$ cat src/verilog/fir_settings.svh
`ifndef FIR_SETTINGS_SVH
`define FIR_SETTINGS_SVH

// decimation factor M and taps per polyphase bank L
`define FIR_DECIM       20
`define FIR_BANK_LEN    6

// datapath widths
`define FIR_SAMPLE_W    12
`define FIR_COEF_W      16
`define FIR_ACC_W       35
`define FIR_OUT_W       14

// extra gain reduction on top of the coefficient scaling
`define FIR_NORM_SHIFT  4

// low bits removed from the bank sum before saturation
`define FIR_DROP_LSB    (`FIR_COEF_W + `FIR_NORM_SHIFT)

`endif

$ cat src/verilog/fir_pkg.sv
`default_nettype none

`include "fir_settings.svh"

package fir_pkg;

   typedef logic signed [`FIR_SAMPLE_W-1:0] sample_t;
   typedef logic signed [`FIR_COEF_W-1:0]   coef_t;
   typedef logic signed [`FIR_ACC_W-1:0]    acc_t;
   typedef logic signed [`FIR_OUT_W-1:0]    out_t;

   // bank number and tap index within a bank
   typedef logic [$clog2(`FIR_DECIM)-1:0]    phase_t;
   typedef logic [$clog2(`FIR_BANK_LEN)-1:0] tap_idx_t;

   // one coefficient write, addressed by bank and tap
   typedef struct packed {
      phase_t   phase;
      tap_idx_t idx;
      coef_t    value;
   } coef_wr_t;

   typedef enum logic [1:0] {
      SEQ_IDLE,
      SEQ_MAC,
      SEQ_SUM
   } seq_state_e;

   // element j is history sample j*M + p for bank p
   typedef sample_t [`FIR_BANK_LEN-1:0] bank_taps_t;

endpackage

`default_nettype wire

$ cat src/verilog/frame_sequencer.sv
`default_nettype none

`include "fir_settings.svh"

module frame_sequencer (
   input  logic               clk,
   input  logic               rst_n,
   input  logic               din_valid,
   output logic               mac_start,
   output logic               mac_first,
   output fir_pkg::tap_idx_t  tap_idx,
   output logic               sum_en
);

   import fir_pkg::*;

   localparam int M = `FIR_DECIM;
   localparam int L = `FIR_BANK_LEN;

   localparam phase_t   LAST_PHASE = phase_t'(M - 1);
   localparam tap_idx_t LAST_TAP   = tap_idx_t'(L - 1);

   phase_t     phase;
   logic       frame_end;
   seq_state_e state;

   // strobe that closes a frame of M samples
   assign frame_end = din_valid && (phase == LAST_PHASE);

   always_ff @(posedge clk) begin
      if (!rst_n) begin
         phase     <= '0;
         mac_start <= 1'b0;
      end else begin
         mac_start <= frame_end;
         if (din_valid) begin
            if (phase == LAST_PHASE) begin
               phase <= '0;
            end else begin
               phase <= phase + 1'b1;
            end
         end
      end
   end

   always_ff @(posedge clk) begin
      if (!rst_n) begin
         state   <= SEQ_IDLE;
         tap_idx <= '0;
      end else begin
         case (state)
            SEQ_IDLE: begin
               if (mac_start) begin
                  state   <= SEQ_MAC;
                  tap_idx <= '0;
               end
            end
            SEQ_MAC: begin
               if (tap_idx == LAST_TAP) begin
                  state <= SEQ_SUM;
               end else begin
                  tap_idx <= tap_idx + 1'b1;
               end
            end
            SEQ_SUM: begin
               state   <= SEQ_IDLE;
               tap_idx <= '0;
            end
            default: state <= SEQ_IDLE;
         endcase
      end
   end

   assign mac_first = (state == SEQ_MAC) && (tap_idx == '0);
   assign sum_en    = (state == SEQ_SUM);

   // a frame must finish its MAC before the next one closes
   if (L > M) begin : g_len_check
      $error("bank length exceeds decimation factor");
   end

   a_start_idle: assert property (@(posedge clk) disable iff (!rst_n)
      mac_start |-> state == SEQ_IDLE);

   // sum follows the last tap
   a_sum_after_mac: assert property (@(posedge clk) disable iff (!rst_n)
      mac_start |-> ##(L + 1) sum_en);

endmodule

`default_nettype wire

$ cat config.mk
export PLATFORM = sky130hd
export DESIGN_NAME = frame_sequencer
export DESIGN_NICKNAME = d
export VERILOG_FILES = /design/src/verilog/fir_pkg.sv /design/src/verilog/frame_sequencer.sv
export VERILOG_INCLUDE_DIRS = /design/src /design/src/verilog
export SDC_FILE = /design/constraint.sdc
export NUM_CORES = 1
export LEC_CHECK = 0
export ABC_AREA = 1
export BUFFER_PORTS_ARGS = -buffer_cell sky130_fd_sc_hd__buf_4
export CAP_MARGIN = 20
export CORE_AREA = 2 2 39 41
export DETAILED_ROUTE_END_ITERATION = 8
export DIE_AREA = 0 0 41 43
export PLACE_DENSITY = 0.68
export SLEW_MARGIN = 20
export SYNTH_ARGS = -nofsm -noshare
export SYNTH_HDL_FRONTEND = slang
export SYNTH_SLANG_ARGS = --single-unit
$ cat constraint.sdc
create_clock -name clk -period 1.09 [get_ports clk]
set_clock_uncertainty 0.05 [all_clocks]
set_input_delay 0.327 -clock clk [delete_from_list [all_inputs] [get_ports clk]]
set_output_delay 0.327 -clock clk [all_outputs]
set_load 0.05 [all_outputs]
# Word-level counts from Yosys, hierarchy flattened
# Index checks and enable logic that the tools add are counted.
[word_totals] rom_bits=0 memories=0 mem_bits_rw=0 out_inout_bits=6 inputBits=3 ff_bits=11 elab_cells=27 latchBits=0
[op_classes] n_reduce_logical=7 n_bitwise=0 n_lt_le_gt_ge=0 n_shift=0 multipliers=0 addsub=2 muxes=7 eq_ne=7 n_div=0
[op_table] op="3-bit case mux with 3 select lines" n=1
[op_table] op="3-bit 2-to-1 mux" n=2
[op_table] op="2-bit != test (second input constant)" n=3
[op_table] op="5-bit by 1-bit adder with 5-bit output (second input constant)" n=1
[op_table] op="5-bit equality test (second input constant)" n=1
[op_table] op="5-bit 2-to-1 mux" n=1
[op_table] op="2-bit 2-to-1 mux" n=2
[op_table] op="2-bit case mux with 2 select lines" n=1
[op_table] op="3-bit by 1-bit adder with 3-bit output (second input constant)" n=1
[op_table] op="3-bit equality test (second input constant)" n=1
[op_table] op="3-bit zero test" n=1
[op_table] op="3-bit AND reduction" n=1
[op_table] op="3-bit nonzero test" n=1
[op_table] op="2-bit by 1-bit equality test with 1-bit output (second input constant)" n=1
[op_table] op="2-bit equality test (second input constant)" n=1
[op_table] op="1-bit logical AND" n=2
[op_table] op="2-bit zero test" n=1
[op_table] op="2-bit AND reduction" n=1

# Longest topological paths before layout
[logic_depth] word_depth=3 mapped_depth=7 ltp_nobuf=7

# Least setup slack after synthesis
# Ideal clock, no wire load.
[synth_path] path_type="register to output" start="register tap_idx[0]" end="output port mac_first" required_time_ps=713 arrival_time_ps=1467 path_buffers=0 path_slack_ps=-754 stages_incl_launch_ff=5 path_cell_list="dfxtp_1 -> inv_1 -> ha_1 -> nand2_1 -> nor2_1"
[synth_via] elab_chain_cells=2
[synth_lines] element="start, declared" line="frame_sequencer.sv:11" rtl="output fir_pkg::tap_idx_t tap_idx,"
[synth_lines] element="start signal, assigned" line="frame_sequencer.sv:62" rtl="tap_idx <= tap_idx + 1'b1;"
[synth_lines] element="3-bit zero test" line="frame_sequencer.sv:74" rtl="assign mac_first = (state == SEQ_MAC) && (tap_idx == '0);"
[synth_lines] element="1-bit logical AND" line="frame_sequencer.sv:74"
[synth_lines] element="end, declared" line="frame_sequencer.sv:10" rtl="output logic mac_first,"
# No other way between the ends.

# Final worst setup path
# Ends and elaborated chain as after synthesis.

==> key figures <==
Min path
  – Hold Crit Class: in -> reg

Critical path
  – Startpoint types: flop
  – CP max FO: 2
  – CP arrival: 1110 ps
  – WS Path Type: reg -> out
  – CP Capture Type: output port
  – Req. time, crit path: 710 ps

Cells and area
  – # fillers: 111
  – Antenna cell count: 0
  – Design area: 957 µm²
  – Ratio of cells with drive above 1 in the final layout: 0.577
  – Non-Filler Instances: 113
  – Layout Area Growth over Synthesis: 86.6%
  – Final #Nets: 105

Global routing
  – First-pass GRT wire length: 1970 µm
  – Largest net degree at the start of global routing: 8
  – Gr usage total: 0.174
  – Grt total ovfl: 0
  – Initial antenna violation count: 0
  – Vias in the first global route: 518

Clock tree
  – CTS buffer count: 3
  – # hold bufs at CTS: 0
  – CTS tree: done
  – Max Buffers Root-to-Sink: 2
  – H-tree Lvls: 1
  – Worst-Skew Late Latency: 270 ps
  – Clk sink count: 11
  – Clock transition at path regs: 70 ps
  – Clock root buffer: clkbuf_4

Power
  – Part of the power in the clock network: 0.377
  – Sw frac: 0.230
  – Power Internal: 0.000568 W
  – Part of the power in registers: 0.562
  – Leak: 0.396 nW
  – Logic pwr share: 0.061
  – Sw power: 0.000170 W
  – Power Dens Cells: 771 nW/µm²
  – Peak supply drop: 0.740 mV
  – Pwr Total: 0.000738 W

Logic synthesis
  – Yosys top cell by area: dfxtp_1
  – Post-Syn Area: 513 µm²
  – Synthesized flop and latch total: 11
  – Synth unique cells: 13
  – Syn Inst Count: 70
  – Main area contributors after synthesis: dfxtp_1 (43%), nand2_1 (10%), ha_1 (9.8%)
  – Syn nets: 77
  – Top cell type's share of synthesized area: 0.429
  – Register area share after synthesis: 0.429
  – Syn avg cell area: 7.33 µm²
  – Synth Warn #: 0

Floorplan
  – Std cell rows: 14
  – IO Pins: 9
  – Die width: 41 µm
  – Core area: 1380 µm²
  – Chip height: 43 µm
  – Initial Util: 0.371
  – Die Area: 1760 µm²

Drt
  – DR vias: 560
  – Starting DRC count in detailed routing: 7
  – Antenna-violating nets left: 0
  – Drt drc: 0
  – Vias per cell: 4.96
  – Avg WL per Cell: 12.5 µm
  – WL final: 1410 µm
  – DR pass1 iterations: 2

Status
  – Status: complete, but fails checks
  – Failing checks: setup timing

STA
  – Min Tclk post-route: 1490 ps
  – Pins Over Slew Limit: 0
  – Finish-stage setup viols: 11
  – Tightest Pin Transition: 367 ps
  – Final Cycle Share: 1.37
  – Slew HR: 0.755
  – Setup slack after layout: -401 ps
  – Final Hold Viols: 0
  – RSZ-0062 raised after global routing: yes
  – Total Negative Setup Slacks: -2950 ps
  – Maximum clock rate: 671 MHz

Placed design
  – Port Buffers: 8
  – Placed cell count: 103
  – DPL Wire Length: 839 µm
  – Placed Area: 712 µm²
  – GPL Wtd Cong: 0.695

Flow run
  – Max Cap Viol: 0
[logic make-up (layout without fill, tap and decap cells)]
| kind of cell | count (synthesis) | in the layout | share of synthesized area |
|---|---|---|---|
| buffers and inverters | 10 | 37 | 0.0732 |
| AOI/OAI and AO/OA | 8 | 8 | 0.0829 |
| DFF | 11 | 11 | 0.429 |
| and+or+nand+nor | 35 | 35 | 0.283 |
| xor gates and xnor gates | 2 | 2 | 0.0342 |
| adders and majority gates | 4 | 4 | 0.0976 |
[cell usage in the layout, fill, tap and decap left out, types with 2 or more instances in the layout]
cell type  synthesis  routed
nand2_4            0       3
nand2_1           14      10
dfxtp_1           11       4
ha_4               0       4
nor2_1            12       8
nand3_2            0       2
xor2_1             2       2
nor2_4             0       3
buf_6              0       7
a21oi_2            0       3
dfxtp_4            0       2
clkbuf_4           0       3
buf_8              0       5
inv_4              0       2
inv_1             10       7
nand3_1            5       2
dfxtp_2            0       5
buf_4              0      11
[Yosys cell counts]
library cell and instances:
nor3_1 2, ha_1 4, nand2_1 14, nor2_1 12
a21oi_1 4, nand4_1 1, inv_1 10, nand3_1 5
and3_1 1, o21ai_0 3, dfxtp_1 11, o21bai_1 1
xor2_1 2
[state kept, by name, summed over array words and instances (netlist names)]
name       cells
mac_start      1
phase          5
state          2
tap_idx        3
[critical path: stages, from the launching register on]
cell     delay [ps]
dfxtp_4         360
inv_4            60
ha_4            130
nand2_4          50
nor2_4           90
buf_8           150
[power groups by stage]
stage | clock, W | combinational (W) | sequential, W
after floorplan | 0 | 0.0000203 | 0.000418
after global placement | 0 | 0.0000358 | 0.000419
after detailed placement | 0 | 0.0000378 | 0.000419
after CTS | 0.000289 | 0.0000392 | 0.000409
after global routing | 0.000304 | 0.0000529 | 0.000415
final | 0.000278 | 0.0000453 | 0.000414
[layer usage]
metal | share of wire | global-route usage | wire (µm) | vias up
li1 | - | - | - | 281
met1 | 0.39 | 0.162 | 545 | 264
met2 | 0.56 | 0.291 | 793 | 11
met3 | 0.030 | 0.0471 | 42 | 4
met4 | 0.021 | 0.140 | 30 | 0
met5 | 0 | 0 | 0 | -
[what timing repair did]
item	CTS	global route
pin swaps	6	6
gates resized for setup	29	18
endpoints found under the setup margin	10	14
setup buffers	6	2
[cell type report]
type                            instances  area [µm²]  share of cell area
Clock buffer                            4        26.3              0.0275
Inverter                               10        42.5              0.0444
Multi-Input combinational cell         49         398               0.416
Sequential cell                        11         234               0.244
Tap cell                               16        20.0              0.0209
Timing Repair Buffer                   23         236               0.247
[final timing paths]
path,start,to,slack [ps],cells after the start
max,tap_idx[0],mac_first,-400,5
min,din_valid,phase[1],220,2
max reg2reg,tap_idx[1],tap_idx[2],-360,10
min reg2reg,phase[4],mac_start,460,2
[per-stage QoR]
stage / utilization / hold WS [ps] / setup slack (ps)
after CTS: 0.648 / 219 / -380
after detailed placement: 0.514 / 440 / -140
after global routing: 0.692 / 222 / -443
final: 0.692 / 219 / -401
after global placement: 0.514 / 434 / -124
after floorplan: - / 366 / -214
Note: power is estimated with default switching activity, not from simulation.
