### src/verilog/fir_settings.svh
`ifndef FIR_SETTINGS_SVH
`define FIR_SETTINGS_SVH

// decimation factor M and taps per polyphase bank L
`define FIR_DECIM       20
`define FIR_BANK_LEN    6

// datapath widths
`define FIR_SAMPLE_W    12
`define FIR_COEF_W      16
`define FIR_ACC_W       35
`define FIR_OUT_W       14

// extra gain reduction on top of the coefficient scaling
`define FIR_NORM_SHIFT  4

// low bits removed from the bank sum before saturation
`define FIR_DROP_LSB    (`FIR_COEF_W + `FIR_NORM_SHIFT)

`endif

### src/verilog/fir_pkg.sv
`default_nettype none

`include "fir_settings.svh"

package fir_pkg;

   typedef logic signed [`FIR_SAMPLE_W-1:0] sample_t;
   typedef logic signed [`FIR_COEF_W-1:0]   coef_t;
   typedef logic signed [`FIR_ACC_W-1:0]    acc_t;
   typedef logic signed [`FIR_OUT_W-1:0]    out_t;

   // bank number and tap index within a bank
   typedef logic [$clog2(`FIR_DECIM)-1:0]    phase_t;
   typedef logic [$clog2(`FIR_BANK_LEN)-1:0] tap_idx_t;

   // one coefficient write, addressed by bank and tap
   typedef struct packed {
      phase_t   phase;
      tap_idx_t idx;
      coef_t    value;
   } coef_wr_t;

   typedef enum logic [1:0] {
      SEQ_IDLE,
      SEQ_MAC,
      SEQ_SUM
   } seq_state_e;

   // element j is history sample j*M + p for bank p
   typedef sample_t [`FIR_BANK_LEN-1:0] bank_taps_t;

endpackage

`default_nettype wire

### src/verilog/sample_history.sv
`default_nettype none

`include "fir_settings.svh"

module sample_history (
   input  logic                 clk,
   input  logic                 rst_n,
   input  fir_pkg::sample_t     din,
   input  logic                 din_valid,
   output fir_pkg::bank_taps_t  bank_taps [`FIR_DECIM]
);

   import fir_pkg::*;

   localparam int M = `FIR_DECIM;
   localparam int L = `FIR_BANK_LEN;
   localparam int N = M * L;

   // index 0 holds the most recently accepted sample
   sample_t hist [N];

   always_ff @(posedge clk) begin
      if (!rst_n) begin
         for (int i = 0; i < N; i++) begin
            hist[i] <= '0;
         end
      end else if (din_valid) begin
         hist[0] <= din;
         for (int i = 1; i < N; i++) begin
            hist[i] <= hist[i-1];
         end
      end
   end

   // strided slices, bank 0 sees the newest sample
   always_comb begin
      for (int p = 0; p < M; p++) begin
         for (int j = 0; j < L; j++) begin
            bank_taps[p][j] = hist[j*M + p];
         end
      end
   end

endmodule

`default_nettype wire
### config.mk
export PLATFORM = sky130hd
export DESIGN_NAME = sample_history
export DESIGN_NICKNAME = d
export VERILOG_FILES = /design/src/verilog/fir_pkg.sv /design/src/verilog/sample_history.sv
export VERILOG_INCLUDE_DIRS = /design/src /design/src/verilog
export SDC_FILE = /design/constraint.sdc
export NUM_CORES = 1
export LEC_CHECK = 0
export BUFFER_PORTS_ARGS = -buffer_cell sky130_fd_sc_hd__buf_2
export CORE_AREA = 5 5 565 567
export CTS_CLUSTER_SIZE = 40
export DETAILED_ROUTE_END_ITERATION = 10
export DIE_AREA = 0 0 570 572
export PLACE_DENSITY = 0.42
export SYNTH_ARGS = -nofsm -noshare
export SYNTH_HDL_FRONTEND = slang
export SYNTH_SLANG_ARGS = --single-unit
### constraint.sdc
create_clock -name clk -period 53.7 [get_ports clk]
set_input_delay 10.74 -clock clk [delete_from_list [all_inputs] [get_ports clk]]
set_output_delay 10.74 -clock clk [all_outputs]
set_load 0.03 [all_outputs]
# Word-level counts from Yosys, hierarchy flattened

Memory sizes are Yosys's and may differ from the RTL's.
Cells that the tools add are included.

Register bits: 0
Memory bits (writable): 1440
Input bits: 15
Memories: 1

Multiplexer cells: 124
Bitwise operators: 120

Memory list:

| memory | words | bits a word | read ports | clocked after Yosys merged registers in | write ports | RTL line             | RTL |
|---|---|---|---|---|---|---|---|
| hist   | 120   | 12          | 120        | 0                                       | 120         | sample_history.sv:20 | `sample_t hist [N];` |

Operator list:

| kind       | count |
|---|---|
| $mux 12    | 120 |
| $or 1x1->1 | 120 |
| $mux 1     | 4 |

# Longest topological paths before layout

Gate-level depths: netlist of run 1.

Depth in word-level cells: 4
Mapped depth: 5
Gate-level depth less buffers: 1

# Least setup slack after synthesis of run 1

No wires, ideal clock.

Path kind: input to register
Start point: in din_valid
End point: mem hist[0][0] (netlist bit), enable pin
Arrival: 45.433 ns
Setup slack: 6.179 ns
Cell stages on the path: 3
Path buffers: 2
Cell sequence: buf_4 > buf_2 > nand2b_1

RTL lines:

| element         | RTL line             | RTL |
|---|---|---|
| start, declared | sample_history.sv:9  | `input logic din_valid,` |
| end, declared   | sample_history.sv:20 |  |

==> results of run 1 <==
-- area by class of cell --
type / instances / area, um^2
fillers: 33400 / 243000
repair buffers: 1490 / 7630
multi-input cells: 1441 / 9020
flip-flops and latches: 1440 / 43200
clock inverters: 102 / 986
well taps: 4160 / 5200
diodes: 12 / 30.0
clock buffers: 209 / 4510
-- synth_stat cells, drive strengths merged --
| cell | number |
|---|---|
| and2 | 648 |
| edfxtp | 1440 |
| nand2b | 1 |
| clkbuf | 122 |
| buf | 126 |
| and3 | 792 |
-- through the flow --
stage | worst slack [ns] | std cells
after floorplan | 6.18 | 3129
after global placement | 37.34 | 8531
after detailed placement | 37.22 | 8531
after CTS | 38.10 | 8842
after global routing | 37.80 | 8842
final | 38.03 | 8854
-- worst paths after layout --
path | from | endpoint | cells after the start
worst min-delay path | hist[47][8] | hist[47][20] | 1
worst max-delay path | din_valid | hist[23][8] | 7
worst min register to register | hist[47][8] | hist[47][20] | 1
worst max register to register | hist[29][10] | hist[29][22] | 1
-- power groups by stage --
stage	sequential (uW)	combinational [uW]	clock, uW
6_report	1390	342	1160
5_1_grt	1400	360	1240
4_1_cts	1400	350	1200
3_5_place_dp	1420	350	0
3_3_place_gp	1420	350	0
2_1_floorplan	1620	62.4	0
-- kinds of logic (layout without fill, tap and decap cells) --
logic type / after synthesis / in the layout / synth area share
simple gates: 1441 / 1441 / 0.167
buf+inv: 248 / 1801 / 0.0301
flops: 1440 / 1440 / 0.803
other cells: 0 / 12 / 0
-- critical path, delay by kind of cell --
family	cells	cell delay, ns
buffers and inverters	6	4.14
and+or+nand+nor	1	0.56
-- routing by layer --
layer  vias up  part of all wire  wire length (um)
li1      14400                 -                 -
met1     16600              0.37             85500
met2      1395              0.48            112000
met3       311              0.11             25200
met4         2             0.041              9570
met5         -          0.000056                13
==> summary.txt, run 1 <==
Outcome
  • Outcome: complete, but fails checks
  • Failing checks: max-slew violations

Setup path
  • Worst setup SP type: primary input
  • Worst R2R Setup Slack: 52.46 ns
  • CP Max Fanout: 172
  • Crit path cell chain: buf_8 -> nand2b_4 -> buf_4 -> buf_4 -> buf_12 -> buf_4 -> buf_12
  • Critical path type: primary input to flip-flop
  • CP required: 54.09 ns
  • Crit path top cell by count: buf_4
  • Crit path DAT: 16.06 ns
  • CP peak stage delay: 0.87 ns
  • Slowest cell on crit path: buf_4
  • CP Capture Type: flip-flop

STA
  • Worst-Margin Slew: 1.52 ns
  • RSZ-0062 raised after global routing: false
  • Achievable Freq: 63.8 MHz
  • Final worst-path cycle share: 0.292
  • Fin crit period: 15.67 ns
  • Max Transition Viols Final: 21
  • Setup TNS: 0 ns
  • Setup Viol. Count Final: 0
  • Final hold violation count: 0
  • Clock skew: 0.0407 ns
  • Slew margin rel.: -0.0114
  • Fin Hold WS: 0.518 ns

Finish
  • Fin area: 70600 um^2
  • Most frequent cells in the layout: buf_2 (1452), edfxtp_1 (1440), and3_1 (792)
  • Top reg by flops: hist
  • Layout Nets: 4561
  • Largest regs: hist x1440
  • Max reg flops: 1440
  • Synthesis-to-finish area growth: 31.1%
  • Commonest non-fill, non-tap cell in the layout: buf_2
  • Share of cells above drive strength 1: 0.368
  • Finished Core Util: 0.225

Floorplan
  • Initial Utilization: 0.172
  • Die Height: 572 um
  • Num rows: 206
  • Die Area: 326000 um^2
  • Width of the die: 570 um
  • Placeable Area: 314000 um^2
  • Number of I/O pins: 1455

Synthesis
  • Sequential element share of the synthesized area: 0.803
  • Register bit total from synthesis: 1440
  • Yosys cell types: 11
  • Top cells by area, synth: edfxtp_1 (80%), and3_1 (9.2%), and2_1 (7.5%)
  • Post-synthesis cell count: 3129
  • Synth warnings: 0
  • Post-synth top area cell: edfxtp_1
  • Mapped Avg Cell Area: 17.2 um^2
  • Yosys top cell area share: 0.803
  • Syn_nets: 3144
  • Cell Area, Synth: 53900 um^2

GRT
  • GRT met2 Usage: 0.224
  • Initial antenna violation count: 45
  • Met3 GRT Util: 0.0608
  • First-pass GRT wire length: 301000 um
  • Vias in the first global route: 33.2k
  • GRT Total Usage: 0.133
  • Largest net degree at the start of global routing: 224
  • GR peak layer: met2
  • Gr ovfl total: 0
  • Met1 Use GR: 0.147

Routing
  • Vias per cell: 3.70
  • WL final: 232000 um
  • Via count: 32.8k
  • Routed length per instance: 26.2 um
  • 1st-pass router iterations: 5
  • Antenna Violating Nets Remaining: 0
  • DR iter-0 viols: 2886
  • # DRC: 0

Power and ir drop
  • Peak supply drop: 0.0215 mV
  • Clock share of power: 0.400
  • Leak: 0.0322 uW
  • Cell Pwr Density: 41.0 nW/um^2
  • Power Internal: 2060 uW
  • Seq pwr share: 0.481
  • Sw frac: 0.287
  • Comb pwr share: 0.118
  • Tot Pwr: 2890 uW
  • P_sw: 831 uW

Run
  • Max-Cap Viols: 0

Worst hold path
  • Worst Hold Class: flip-flop to flip-flop

Clock tree
  • Root buffer cell: clkbuf_16
  • Reg clk slew, reported paths: 0.06 ns
  • TritonCTS buffer count: 173
  • # clock sinks: 1440
  • CTS tree: done
  • Clk buf depth: 4
  • Setup Buffers After CTS: 0
  • Clock latency on the worst-skew pair: 0.82 ns
  • CTS Hold Bufs: 0
  • H-tree lvl count: 4
  • Post_cts resized: 0

Placement
  • Post-DP HPWL: 177000 um
  • Port buffer count: 1454
  • Placement Cell Area: 65100 um^2
  • RePlAce Congestion: 0.868
Power figures use the tool's default switching activity.
==> inputs of run 2 (changes only) <==
--- a/config.mk
+++ b/config.mk
@@ -6,11 +6,12 @@
 export SDC_FILE = /design/constraint.sdc
 export NUM_CORES = 1
 export LEC_CHECK = 0
+export ABC_AREA = 1
 export BUFFER_PORTS_ARGS = -buffer_cell sky130_fd_sc_hd__buf_2
-export CORE_AREA = 5 5 565 567
+export CORE_AREA = 5 5 571 573
 export CTS_CLUSTER_SIZE = 40
 export DETAILED_ROUTE_END_ITERATION = 10
-export DIE_AREA = 0 0 570 572
+export DIE_AREA = 0 0 576 578
 export PLACE_DENSITY = 0.42
 export SYNTH_ARGS = -nofsm -noshare
 export SYNTH_HDL_FRONTEND = slang
==> constraint.sdc (replaced) <==
create_clock -name clk -period 14.5 [get_ports clk]
set_input_delay 2.9 -clock clk [delete_from_list [all_inputs] [get_ports clk]]
set_output_delay 2.9 -clock clk [all_outputs]
set_load 0.03 [all_outputs]
==> run 2 against run 1 <==
Compared with the run above:
- the run now ends clean
- critical path depth unchanged
- worst setup slack got worse by 30 ns
- total power grew to 3.7 times the previous value
- core utilization increased by 0.13 points
- wire length fell by 2.9%
- register-to-register slack worse by 39 ns
- worst hold slack got worse by 0.011 ns
- clock skew barely moved
- synthesized area increased by 2.2%
- combinational power rose to 3.8 times the previous value
- sequential share of layout area is 1.6 points lower
- first-iteration DRC count shrank 10%
- critical path type unchanged
- largest cell class unchanged
==> summary.txt, run 2 <==
Outcome
  • Outcome: complete, no violations

Finish
  • Filler cell count: 34.8k (+4.3%)
  • Max reg flops: 1440 (unchanged)
  • Top reg by flops: hist
  • Synthesis-to-finish area growth: 31.7%
  • Largest regs: hist x1440
  • Commonest non-fill, non-tap cell in the layout: buf_2
  • Most frequent cells in the layout: buf_2 (1453), inv_1 (1441), edfxtp_1 (1440)
  • Layout Nets: 5994 (+31%)
  • Share of cells above drive strength 1: 0.282 (-0.0856)

GRT
  • Initial antenna violation count: 7 (-84%)
  • GRT Total Usage: 0.127 (-0.00590)
  • Vias in the first global route: 36.1k (+8.5%)
  • Largest net degree at the start of global routing: 230 (+2.7%)
  • Gr ovfl total: 0 (unchanged)
  • First-pass GRT wire length: 299000 um (-0.93%)

Routing
  • Antenna Violating Nets Remaining: 0 (unchanged)
  • DR iter-0 viols: 2585 (-10%)
  • Vias per cell: 3.45 (-6.8%)
  • # DRC: 0 (unchanged)
  • WL final: 225000 um (-2.9%)
  • Routed length per instance: 21.8 um (-17%)
  • Via count: 35.6k (+8.7%)
  • 1st-pass router iterations: 5 (unchanged)

Floorplan
  • Die Area: 333000 um^2 (+2.1%)
  • Number of I/O pins: 1455 (unchanged)
  • Placeable Area: 320000 um^2 (+2.0%)
  • Num rows: 208 (+0.97%)
  • Width of the die: 576 um (+1.1%)
  • Initial Utilization: 0.172 (+0.000193)
  • Die Height: 578 um (+1.0%)

Synthesis
  • Cell Area, Synth: 55000 um^2 (+2.2%)
  • Register bit total from synthesis: 1440 (unchanged)
  • Yosys cell types: 8 (-3)
  • Synth cell count leaders: inv_1 (1441), edfxtp_1 (1440), nor2_1 (792)
  • Top cells by area, synth: edfxtp_1 (79%), inv_1 (9.8%), nor2_1 (5.4%)
  • Post-synthesis cell count: 4482 (+43%)
  • Sequential element share of the synthesized area: 0.786 (-0.0170)
  • Syn_nets: 4497 (+43%)
  • Synth warnings: 0 (unchanged)
  • Post-synth top area cell: edfxtp_1
  • Yosys top cell area share: 0.786 (-0.0170)
  • Async S/R FF share, synth: 0 (unchanged)
  • Most frequent cell after synthesis: inv_1
  • Mapped Avg Cell Area: 12.3 um^2 (-29%)
  • Top_reg_cell synth: edfxtp_1
  • Post-synth EDFFs: 1440 (unchanged)

Clock tree
  • # clock sinks: 1440 (unchanged)
  • Post_cts resized: 0 (unchanged)
  • CTS Hold Bufs: 0 (unchanged)
  • TritonCTS buffer count: 171 (-1.2%)
  • Clk buf depth: 4 (unchanged)
  • Reg clk slew, reported paths: 0.06 ns (about the same)
  • Root buffer cell: clkbuf_16
  • Clock latency on the worst-skew pair: 0.81 ns (about the same)
  • CTS tree: done
  • Setup Buffers After CTS: 0 (unchanged)
  • H-tree lvl count: 4 (unchanged)

STA
  • Final hold violation count: 0 (unchanged)
  • Max Transition Viols Final: 0 (-100%)
  • Final worst-path cycle share: 0.440
  • Clock skew: 0.0408 ns (+0.000100 ns)
  • Fin crit period: 6.37 ns
  • Setup Viol. Count Final: 0 (unchanged)
  • Final WS setup: 8.13 ns (-29.90 ns)
  • Setup TNS: 0 ns (unchanged)
  • Worst-Margin Slew: 1.22 ns (-0.293 ns)
  • Achievable Freq: 157 MHz
  • RSZ-0062 raised after global routing: false
  • Slew margin rel.: 0.184 (+0.196)

Power and ir drop
  • Clock share of power: 0.400 (about the same)
  • Cell Pwr Density: 148 nW/um^2 (+260%)
  • Peak supply drop: 0.0983 mV (+360%)
  • Comb pwr share: 0.121 (+0.003)
  • Seq pwr share: 0.480 (about the same)
  • Leak: 0.0356 uW (+11%)
  • Sw frac: 0.292 (+0.00468)
  • Power Internal: 7620 uW (+270%)
  • P_sw: 3140 uW (+280%)

Setup path
  • CP required: 15.16 ns (-38.93 ns)
  • Crit path DAT: 7.03 ns (-9.03 ns)
  • Critical path type: primary input to flip-flop
  • Worst setup SP type: primary input
  • CP Max Fanout: 165 (-4.1%)
  • CP Capture Type: flip-flop

Placement
  • Post-DP HPWL: 176000 um (-0.55%)
  • Place WS: 7.43 ns (-29.79 ns)
  • RePlAce Congestion: 0.891 (+2.7%)
  • Port buffer count: 1454 (unchanged)

Worst hold path
  • Worst Hold Class: flip-flop to flip-flop

Run
  • Max-Cap Viols: 0 (unchanged)
[run 2: metal layers]
layer | vias to the layer above | GRT usage | share of wire
met5 | - | 0 | 0
met3 | 272 | 0.0566 | 0.11
met2 | 1402 | 0.227 | 0.50
met4 | 0 | 0.0430 | 0.034
met1 | 17400 | 0.133 | 0.36
li1 | 16500 | - | -
[run 2: final timing paths]
check | startpoint | to | slack (ns) | cells after the start
hold / removal | hist[46][20] | hist[47][8] | 0.51 | 2
setup reg to reg | hist[23][13] | hist[24][1] | 13.09 | 2
hold reg to reg | hist[46][20] | hist[47][8] | 0.51 | 2
setup / recovery | rst_n | hist[49][19] | 8.13 | 7
[run 2: area by class of cell]
cell class,instances,area (um^2),share of cell area
flip-flops and latches,1440,43200,0.597
multi-input cells,1442,5440,0.0750
well taps,4200,5260,0.0725
diodes,4,10.0,0.000138
inverters,1441,5410,0.0746
repair buffers,1483,7630,0.105
clock buffers,204,4420,0.0610
clock inverters,107,1070,0.0148
[run 2: cell families (layout without fill, tap and decap cells)]
| logic type | count (synthesis) | after routing | share of synthesized area |
|---|---|---|---|
| other cells | 0 | 4 | 0 |
| buf+inv | 1600 | 3235 | 0.116 |
| flops | 1440 | 1440 | 0.786 |
| simple gates | 1442 | 1442 | 0.0983 |
[run 2: power groups by stage]
stage	sequential, uW	clock [uW]	combinational, uW
floorplan	5790	0	247
global placement	5260	0	1330
detailed placement	5260	0	1330
CTS	5180	4450	1330
global route	5190	4620	1380
finish	5160	4300	1300
[run 2: stage by stage]
step / total power, uW / cells / utilization / hold slack (ns) / instance area, um^2
2_1_floorplan: 6030 / 4482 / - / 0.723 / 55100
3_3_place_gp: 6590 / 10000 / 0.209 / 0.509 / 67000
3_5_place_dp: 6580 / 10000 / 0.209 / 0.514 / 67000
4_1_cts: 11000 / 10300 / 0.226 / 0.506 / 72500
5_1_grt: 11200 / 10300 / 0.226 / 0.541 / 72500
6_report: 10800 / 10300 / 0.226 / 0.507 / 72500
[run 2: worst max-delay path, stage by stage]
cell and delay (ns):
buf_8 0.48, buf_4 0.78, buf_4 0.80, buf_12 0.52
buf_4 0.82, nand2_1 0.13, inv_1 0.09
