## src/verilog/fir_settings.svh

```systemverilog
`ifndef FIR_SETTINGS_SVH
`define FIR_SETTINGS_SVH

// decimation factor M and taps per polyphase bank L
`define FIR_DECIM       20
`define FIR_BANK_LEN    6

// datapath widths
`define FIR_SAMPLE_W    12
`define FIR_COEF_W      16
`define FIR_ACC_W       35
`define FIR_OUT_W       14

// extra gain reduction on top of the coefficient scaling
`define FIR_NORM_SHIFT  4

// low bits removed from the bank sum before saturation
`define FIR_DROP_LSB    (`FIR_COEF_W + `FIR_NORM_SHIFT)

`endif

```

## src/verilog/fir_pkg.sv

```systemverilog
`default_nettype none

`include "fir_settings.svh"

package fir_pkg;

   typedef logic signed [`FIR_SAMPLE_W-1:0] sample_t;
   typedef logic signed [`FIR_COEF_W-1:0]   coef_t;
   typedef logic signed [`FIR_ACC_W-1:0]    acc_t;
   typedef logic signed [`FIR_OUT_W-1:0]    out_t;

   // bank number and tap index within a bank
   typedef logic [$clog2(`FIR_DECIM)-1:0]    phase_t;
   typedef logic [$clog2(`FIR_BANK_LEN)-1:0] tap_idx_t;

   // one coefficient write, addressed by bank and tap
   typedef struct packed {
      phase_t   phase;
      tap_idx_t idx;
      coef_t    value;
   } coef_wr_t;

   typedef enum logic [1:0] {
      SEQ_IDLE,
      SEQ_MAC,
      SEQ_SUM
   } seq_state_e;

   // element j is history sample j*M + p for bank p
   typedef sample_t [`FIR_BANK_LEN-1:0] bank_taps_t;

endpackage

`default_nettype wire

```

## src/verilog/output_stage.sv

```systemverilog
`default_nettype none

`include "fir_settings.svh"

module output_stage (
   input  logic           clk,
   input  logic           rst_n,
   input  fir_pkg::acc_t  bank_acc [`FIR_DECIM],
   input  logic           sum_en,
   output fir_pkg::out_t  dout,
   output logic           dvalid
);

   import fir_pkg::*;

   localparam int M     = `FIR_DECIM;
   localparam int ACC_W = `FIR_ACC_W;
   localparam int DROP  = `FIR_DROP_LSB;
   localparam int OUT_W = `FIR_OUT_W;
   localparam int Q_W   = ACC_W - DROP;

   // one guard bit above the quotient for the round increment
   localparam logic signed [Q_W:0] SAT_MAX = (1 <<< (OUT_W - 1)) - 1;
   localparam logic signed [Q_W:0] SAT_MIN = -(1 <<< (OUT_W - 1));

   acc_t                   sum;
   logic signed [Q_W-1:0]  quot;
   logic                   round_up;
   logic signed [Q_W:0]    rounded;
   out_t                   sat;

   always_comb begin
      sum = '0;
      for (int p = 0; p < M; p++) begin
         sum = sum + bank_acc[p];
      end
   end

   // floor quotient, then round half to even
   assign quot     = sum[ACC_W-1:DROP];
   assign round_up = sum[DROP-1] && ((|sum[DROP-2:0]) || quot[0]);
   assign rounded  = $signed({quot[Q_W-1], quot}) + $signed({1'b0, round_up});

   always_comb begin
      if (rounded > SAT_MAX) begin
         sat = SAT_MAX[OUT_W-1:0];
      end else if (rounded < SAT_MIN) begin
         sat = SAT_MIN[OUT_W-1:0];
      end else begin
         sat = rounded[OUT_W-1:0];
      end
   end

   always_ff @(posedge clk) begin
      if (!rst_n) begin
         dout   <= '0;
         dvalid <= 1'b0;
      end else begin
         dvalid <= sum_en;
         if (sum_en) begin
            dout <= sat;
         end
      end
   end

   // one output pulse per summed frame
   a_dvalid_pulse: assert property (@(posedge clk) disable iff (!rst_n)
      sum_en |=> !sum_en);

endmodule

`default_nettype wire

```

## config.mk

```make
export PLATFORM = sky130hd
export DESIGN_NAME = output_stage
export DESIGN_NICKNAME = d
export VERILOG_FILES = /design/src/verilog/fir_pkg.sv /design/src/verilog/output_stage.sv
export VERILOG_INCLUDE_DIRS = /design/src /design/src/verilog
export SDC_FILE = /design/constraint.sdc
export NUM_CORES = 1
export LEC_CHECK = 0
export BUFFER_PORTS_ARGS = -buffer_cell sky130_fd_sc_hd__buf_2
export CORE_AREA = 2 2 281 283
export CTS_BUF_LIST = sky130_fd_sc_hd__clkbuf_16
export DETAILED_ROUTE_END_ITERATION = 12
export DIE_AREA = 0 0 283 285
export HOLD_SLACK_MARGIN = 0.15
export PLACE_DENSITY_LB_ADDON = 0.12
export SYNTH_ARGS = -nofsm -noshare
export SYNTH_HDL_FRONTEND = slang
export SYNTH_SLANG_ARGS = --single-unit
```

## constraint.sdc

```tcl
create_clock -name clk -period 11.8 [get_ports clk]
set_clock_uncertainty 0.2 [all_clocks]
set_input_delay 3.54 -clock clk [delete_from_list [all_inputs] [get_ports clk]]
set_output_delay 3.54 -clock clk [all_outputs]
set_load 0.005 [all_outputs]
```

Yosys cells after proc, flatten, opt, wreduce, memory -nomap -nowiden --
Index checks and enable logic that the tools add are counted. W data, S select, Z words.
Cells by class: equal/unequal tests 0, multiplexer cells 2, multiply operators 0, divide/modulo/power cells 0, add/subtract/negate cells 20, bitwise gates (word level) 0, reductions and logical operators 3, shift-type cells 0, $lt $le $gt $ge 2
Operators with widths (number):
- $add A35 B35 Y35 | 19
- $mux W14 | 2
- $reduce_or A19 Y1 | 1
- $add A15 B2 Y16 | 1
- $gt A16 B14 Y1 const B | 1
- $lt A16 B14 Y1 const B | 1
- $logic_and A1 B1 Y1 | 1
- $logic_or A1 B1 Y1 | 1
Word-level totals: RAM bits 0, logic and storage cells 29, latch bits 0, input bits 703, bits in read-only memories 0, memories kept 0, flip-flop bits (word level) 15

Depth between registers and ports, before layout --
Gate-level depths: netlist of run 1.
depth after elaboration 26, mapped depth 28, depth with buffers taken out 27

Worst setup path before layout of run 1 --
No wires, ideal clock.
path type input-to-reg, start input bank_acc[527] (netlist bit), end register dout[0], library setup time 135 ps, stages on the path 27, required time 11465 ps, path buffers 0, data arrival time 10452 ps, path slack 1013 ps, path through inv_1 -> fa_1 -> inv_1 -> fa_1 -> inv_1 -> fa_1 -> fa_1 -> inv_1 -> fa_1 -> inv_1 -> fa_1 -> fa_1 -> inv_1 -> fa_1 -> a211oi_2 -> o211ai_2 -> a21o_1 -> a211oi_2 -> nor3b_4 -> ha_1 -> inv_1 -> nor3b_1 -> and2_1 -> or4b_1 -> o21ba_1 -> o21ai_2 -> o211ai_1
On the way: word-level cells in the longest chain between the ends 23
Ends and longest elaborated chain:
- start, declared | line output_stage.sv:8 | input fir_pkg::acc_t bank_acc [`FIR_DECIM],
- $add A35 B35 Y35 (*) (16 in series) | line output_stage.sv:35 | sum = sum + bank_acc[p];
- $reduce_or A19 Y1 | line output_stage.sv:41 | assign round_up = sum[DROP-1] && ((|sum[DROP-2:0]) || quot[0]);
- $logic_or A1 B1 Y1 | line output_stage.sv:41
- $logic_and A1 B1 Y1 | line output_stage.sv:41
- $add A15 B2 Y16 (*) | line output_stage.sv:42 | assign rounded = $signed({quot[Q_W-1], quot}) + $signed({1'b0, round_up});
- $lt A16 B14 Y1 | line output_stage.sv:47 | end else if (rounded < SAT_MIN) begin
- $mux W14 | line output_stage.sv:47
- $mux W14 (*) | line output_stage.sv:45 | if (rounded > SAT_MAX) begin
- end signal, assigned | line output_stage.sv:61 | dout <= sat;
- end, declared | line output_stage.sv:10 | output fir_pkg::out_t dout,
Mark *: on every way between the ends. The rest lies on a longest branch, timed or not. A chain may end at the register's enable or synchronous reset.

Worst setup path after layout of run 1 --
start input bank_acc[430] (netlist bit), end register dout[13]
On the way: word-level cells in the longest chain between the ends 20
Ends and longest elaborated chain (line):
- $add A35 B35 Y35 (*) (13 in series) | output_stage.sv:35
- $reduce_or A19 Y1 | output_stage.sv:41
- $logic_or A1 B1 Y1 | output_stage.sv:41
- $logic_and A1 B1 Y1 | output_stage.sv:41
- $add A15 B2 Y16 (*) | output_stage.sv:42
- $lt A16 B14 Y1 | output_stage.sv:47
- $mux W14 | output_stage.sv:47
- $mux W14 (*) | output_stage.sv:45
Marks and branches as above.

==> impl_metrics.tcl, run 1 <==
set metrics [dict create \
    crit_required_ns 11.74 \
    synth_ff_type "dfxtp_1" \
    setup_tns_ns 0 \
    worst-path-max-fanout 8 \
    clkTransAtPathRegs_ns 0.05 \
    die_y_um 285 \
    rr_startpoint "dout[2]" \
    synth.area.top_cells "fa_1 64%, inv_1 17%, ha_1 3.1%, xnor2_1 2.3%, dfxtp_1 1.6%" \
    worst_setup_path_end_kind "flip-flop" \
    grtUsageTotal_pct 14.5 \
    syn_nets 3234 \
    hp-class "flip-flop to flip-flop" \
    routed_wl_mm 57.3 \
    yosysTopAreaCell "fa_1" \
    hold_viol 0 \
    firstDrtPassIters 5 \
    gp_congestion 0.900 \
    ys_async_sr_fraction_pct 0 \
    drive_gt1_share_pct 28.5 \
    grt_pass1_wl_mm 92.1 \
    startpoint "bank_acc[430]" \
    synth_seq_cells 15 \
    via_per_inst 3.88 \
    rrSetupSlack_ns 10.94 \
    core-area_um2 78000 \
    cts_root_buffer "clkbuf_16" \
    fin_nets 3944 \
    num_vias 14200 \
    avgSynthCellArea_um2 9.84 \
    crit_end "dout[13]" \
    drc 0 \
    antenna_found_initial 20 \
    post_cts_buffers 0 \
    critPathArrivalTime_ns 11.14 \
    synthCells 1889 \
    clockBufferDepth 2 \
    start_util_pct 23.8 \
    numCtsBuffers 3 \
    overflow 0 \
    cts_tree "yes" \
    syn_to_final_growth_pct 26.7 \
    whs_path_depth 2 \
    num_rows 103 \
    grt_pass1_vias 17200 \
    yosys.area.top_type_share_pct 64.2 \
    yosys_warnings 0 \
    routedWlPerCell_um 15.7 \
    synth_cell_types 70 \
    setup_viol 0 \
    hpwlAfterDp_mm 57.1 \
    ctsHoldBuffers 0 \
    placed_cell_area_um2 23400 \
    fin_crit_sh_pct 95.0 \
    die-area_um2 80700 \
    yosys-top-cells-count "818 x inv_1, 596 x fa_1, 53 x nand2_1" \
    cts-resized-gates 0 \
    insertion_delay_ns 0.25 \
    synth_seq_area_share_pct 1.62 \
    synth_edf_count 0 \
    final_cell_area_um2 23500 \
    period_minus_slack_ns 11.21 \
    fillers 8424 \
    fmax_mhz 89.2 \
    r2r_cells 2 \
    port-buffer-count 717 \
    grt_max_degree 11 \
    worst_slew_pin_slew_ns 0.871 \
    setup.worst_path.class "primary input to flip-flop" \
    drtIter0Drc 308 \
    r2r-end "dout[2]" \
    synth_most_common_cell "inv_1" \
    htree_levels 1 \
    rsz0062_at_grt "no" \
    syn-cell-area_um2 18600 \
    outcome "finished clean" \
    ant_nets 0 \
    worstSetupStartpointType "primary input" \
    io_pins 718 \
    drv_cap 0 \
    relSlewSlack_pct 40.4 \
    drv_slew 0 \
    die_w_um 283 \
    cts_sinks 15 \
]
[worst min path at each step]
stage	from	to	slack, ns
finish	dout[1]	dout[1]	0.28
global route	dout[1]	dout[1]	0.30
CTS	dout[13]	dout[13]	0.28
detailed placement	dout[13]	dout[13]	0.27
global placement	dout[13]	dout[13]	0.27
floorplan	dout[1]	dout[1]	0.25
[area by class of cell]
| type | count | area, um2 | area share (%) |
|---|---|---|---|
| diodes | 6 | 15.0 | 0.0638 |
| clock buffers | 3 | 75.1 | 0.319 |
| clock inverters | 1 | 5.00 | 0.0213 |
| inverters | 818 | 3070 | 13.0 |
| multi-input cells | 1041 | 15100 | 64.3 |
| flip-flops and latches | 15 | 300 | 1.28 |
| well taps | 1050 | 1310 | 5.58 |
| repair buffers | 720 | 3610 | 15.3 |
[critical path: stages]
cell	delay (ns)
buf_2	0.11
fa_1	0.52
fa_1	0.57
inv_1	0.06
fa_1	0.50
inv_1	0.05
fa_1	0.59
fa_1	0.46
fa_1	0.50
inv_1	0.06
fa_1	0.49
inv_1	0.04
ha_1	0.40
a21oi_1	0.10
o22ai_1	0.43
a21oi_2	0.24
a21oi_1	0.29
xor2_1	0.31
and4_1	0.33
or4b_4	0.51
o311ai_0	0.74
buf_4	0.22
a21boi_0	0.07
[layer usage]
metal  vias up  GRT usage, %  part of all wire (%)
li1       6680             -                     -
met1      7033          17.1                    38
met2       401          28.2                    56
met3        51          2.26                   4.9
met4        22          1.44                  0.83
met5         -             0                  0.24
[registers in the layout, summed over array words and instances (netlist names)]
register and count:
dout 14, dvalid 1
[through the flow]
stage	util, %	hold WS [ns]	worst slack [ns]	std cells
after global routing	30.2	0.300	0.0658	3653
after CTS	30.2	0.280	0.482	3648
after detailed placement	30.1	0.269	0.246	3644
final	30.2	0.277	0.593	3654
after global placement	30.1	0.269	0.260	3644
after floorplan	-	0.246	1.01	1889
[layout by cell type, fill, tap and decap left out, types with 5 or more instances in the layout]
cell type / n
a211o_1: 5
a211oi_1: 5
a21oi_1: 41
a31oi_1: 9
and3_1: 7
buf_2: 717
dfxtp_1: 15
diode_2: 6
fa_1: 596
ha_1: 46
inv_1: 818
nand2_1: 53
nand3_1: 13
nand4_1: 8
nor2_1: 23
nor2b_1: 5
nor3_1: 9
o211a_1: 5
o211ai_1: 18
o21a_1: 10
o21ai_0: 35
o21ai_1: 5
or3_1: 6
xnor2_1: 49
xor2_1: 13
[logic make-up after synthesis]
| kind of cell | share of synthesized area (%) |
|---|---|
| muxes | 0.0539 |
| and+or+nand+nor | 4.38 |
| xor gates and xnor gates | 3.04 |
| AOI/OAI and AO/OA | 6.67 |
| buffers and inverters | 16.9 |
| adders and majority gates | 67.3 |
| DFF | 1.62 |
Power of run 1 is not shown: default switching activity piles up to over one toggle a cycle in this logic, so the estimate is an artifact.
==> run 2: changes to the inputs <==
Settings changed: CAP_MARGIN set to 10, PLACE_DENSITY_LB_ADDON 0.12 to not set, RECOVER_POWER set to 50.
==> run 2 against run 1 <==
Net effect: cell area about the same; hold slack got worse by 0.0097 ns; critical endpoint is now dout[12]; critical path type unchanged; via count rose by 0.71%; sequential share of layout area hardly changed; sequential cell count is the same; routed wire length is 6.3% higher; highest routed layer unchanged; maximum frequency is essentially flat; critical path depth grew 5; die area stayed put; setup slack got worse by 0.0071 ns.
==> impl_metrics.tcl, run 2 (synthesized netlist as in run 1, its figures left out) <==
set metrics [dict create \
    grt_max_degree 11 \
    syn_to_final_growth_pct 26.6 \
    layout_common_cells "818 x inv_1, 702 x buf_2, 596 x fa_1" \
    core-area_um2 78000 \
    grt_pass1_vias 16300 \
    drtIter0Drc 351 \
    via_per_inst 3.90 \
    critPathArrivalTime_ns 11.12 \
    grtUsageTotal_pct 15.3 \
    die_y_um 285 \
    crit_required_ns 11.71 \
    ant_nets 0 \
    largest_reg_flops 14 \
    overflow 0 \
    max_flop_register "dout" \
    htree_levels 1 \
    num_vias 14300 \
    cts_sinks 15 \
    insertion_delay_ns 0.24 \
    antenna_found_initial 34 \
    clkTransAtPathRegs_ns 0.05 \
    die-area_um2 80700 \
    worst_setup_path_end_kind "flip-flop" \
    num_rows 103 \
    setup_tns_ns 0 \
    drc 0 \
    cts_root_buffer "clkbuf_16" \
    mostFrequentLayoutCell "inv_1" \
    met3_usage_pct 1.94 \
    setup_viol 0 \
    clockBufferDepth 2 \
    fin_crit_sh_pct 95.0 \
    drv_cap 0 \
    grt_pass1_wl_mm 93.0 \
    period_minus_slack_ns 11.21 \
    fillers 8277 \
    numCtsBuffers 3 \
    hpwlAfterDp_mm 60.2 \
    firstDrtPassIters 5 \
    rsz0062_at_grt "no" \
    io_pins 718 \
    routedWlPerCell_um 16.7 \
    cts_tree "yes" \
    outcome "finished clean" \
    post_cts_buffers 0 \
    worstSetupStartpointType "primary input" \
    start_util_pct 23.8 \
    port-buffer-count 717 \
    grt_use_met2_pct 31.0 \
    worst-path-max-fanout 10 \
    grt-busiest-layer "met2" \
    hp-class "flip-flop to flip-flop" \
    worst_slew_pin_slew_ns 0.847 \
    reg_top3 "dout x14, dvalid x1" \
    relSlewSlack_pct 42.1 \
    ctsHoldBuffers 0 \
    fin_nets 3944 \
    hold_viol 0 \
    gp_congestion 0.964 \
    drv_slew 0 \
    die_w_um 283 \
    use_met1_pct 16.8 \
    drive_gt1_share_pct 27.9 \
    routed_wl_mm 61.0 \
    fmax_mhz 89.2 \
    setup.worst_path.class "primary input to flip-flop" \
    cts-resized-gates 0 \
]
run 2: changes by cell type in the layout (fill, tap and decap cells not counted), sizes merged:
cell / change
buf: -15
diode: +5
clkbuf: +15
run 2: path summary, 6_finish.rpt:
path	slack, ns	endpoint	from	cells past startpoint
hold / removal	0.27	dout[1]	dout[1]	2
setup reg to reg	10.94	dout[3]	dout[3]	2
setup / recovery	0.59	dout[12]	bank_acc[527]	28
hold reg to reg	0.27	dout[1]	dout[1]	2
run 2: layout make-up:
type	instances	area, um2	share of cell area (%)
Multi-Input combinational cell	1041	15100	64.4
Timing Repair Buffer	720	3590	15.3
Inverter	818	3070	13.1
Tap cell	1050	1310	5.59
Sequential cell	15	300	1.28
Clock buffer	3	75.1	0.319
Antenna cell	11	27.5	0.117
Clock inverter	1	5.00	0.0213
run 2: stage by stage:
stage	setup slack, ns	std cells	util, %	cell area, um2	hold WS, ns
final	0.586	3659	30.2	23500	0.267
after global routing	0.147	3658	30.2	23500	0.289
after CTS	0.506	3648	30.2	23500	0.269
after detailed placement	0.292	3644	30.1	23400	0.246
after global placement	0.289	3644	30.1	23400	0.244
after floorplan	1.01	1889	-	18600	0.246
run 2: worst max-delay path, stage by stage:
cell	delay [ns]
buf_2	0.07
inv_1	0.05
fa_1	0.58
inv_1	0.09
fa_1	0.50
inv_1	0.05
fa_1	0.45
fa_1	0.51
inv_1	0.05
fa_1	0.54
inv_1	0.05
fa_1	0.45
fa_1	0.50
inv_1	0.07
fa_1	0.46
a211oi_2	0.26
o211ai_2	0.12
a21o_1	0.20
a211oi_2	0.27
nor3b_4	0.29
ha_1	0.19
inv_1	0.06
nor3b_1	0.24
and2_1	0.23
or4b_1	0.50
o21ba_1	0.24
o21ai_2	0.37
o211ai_1	0.17
run 2: layer usage:
metal  wire length, um  up-vias
li1                  -     6696
met2             35300      500
met1             21500     7019
met5                46        -
met3              3100       67
met4              1030        6
Power of run 2 is left out for the same reason.
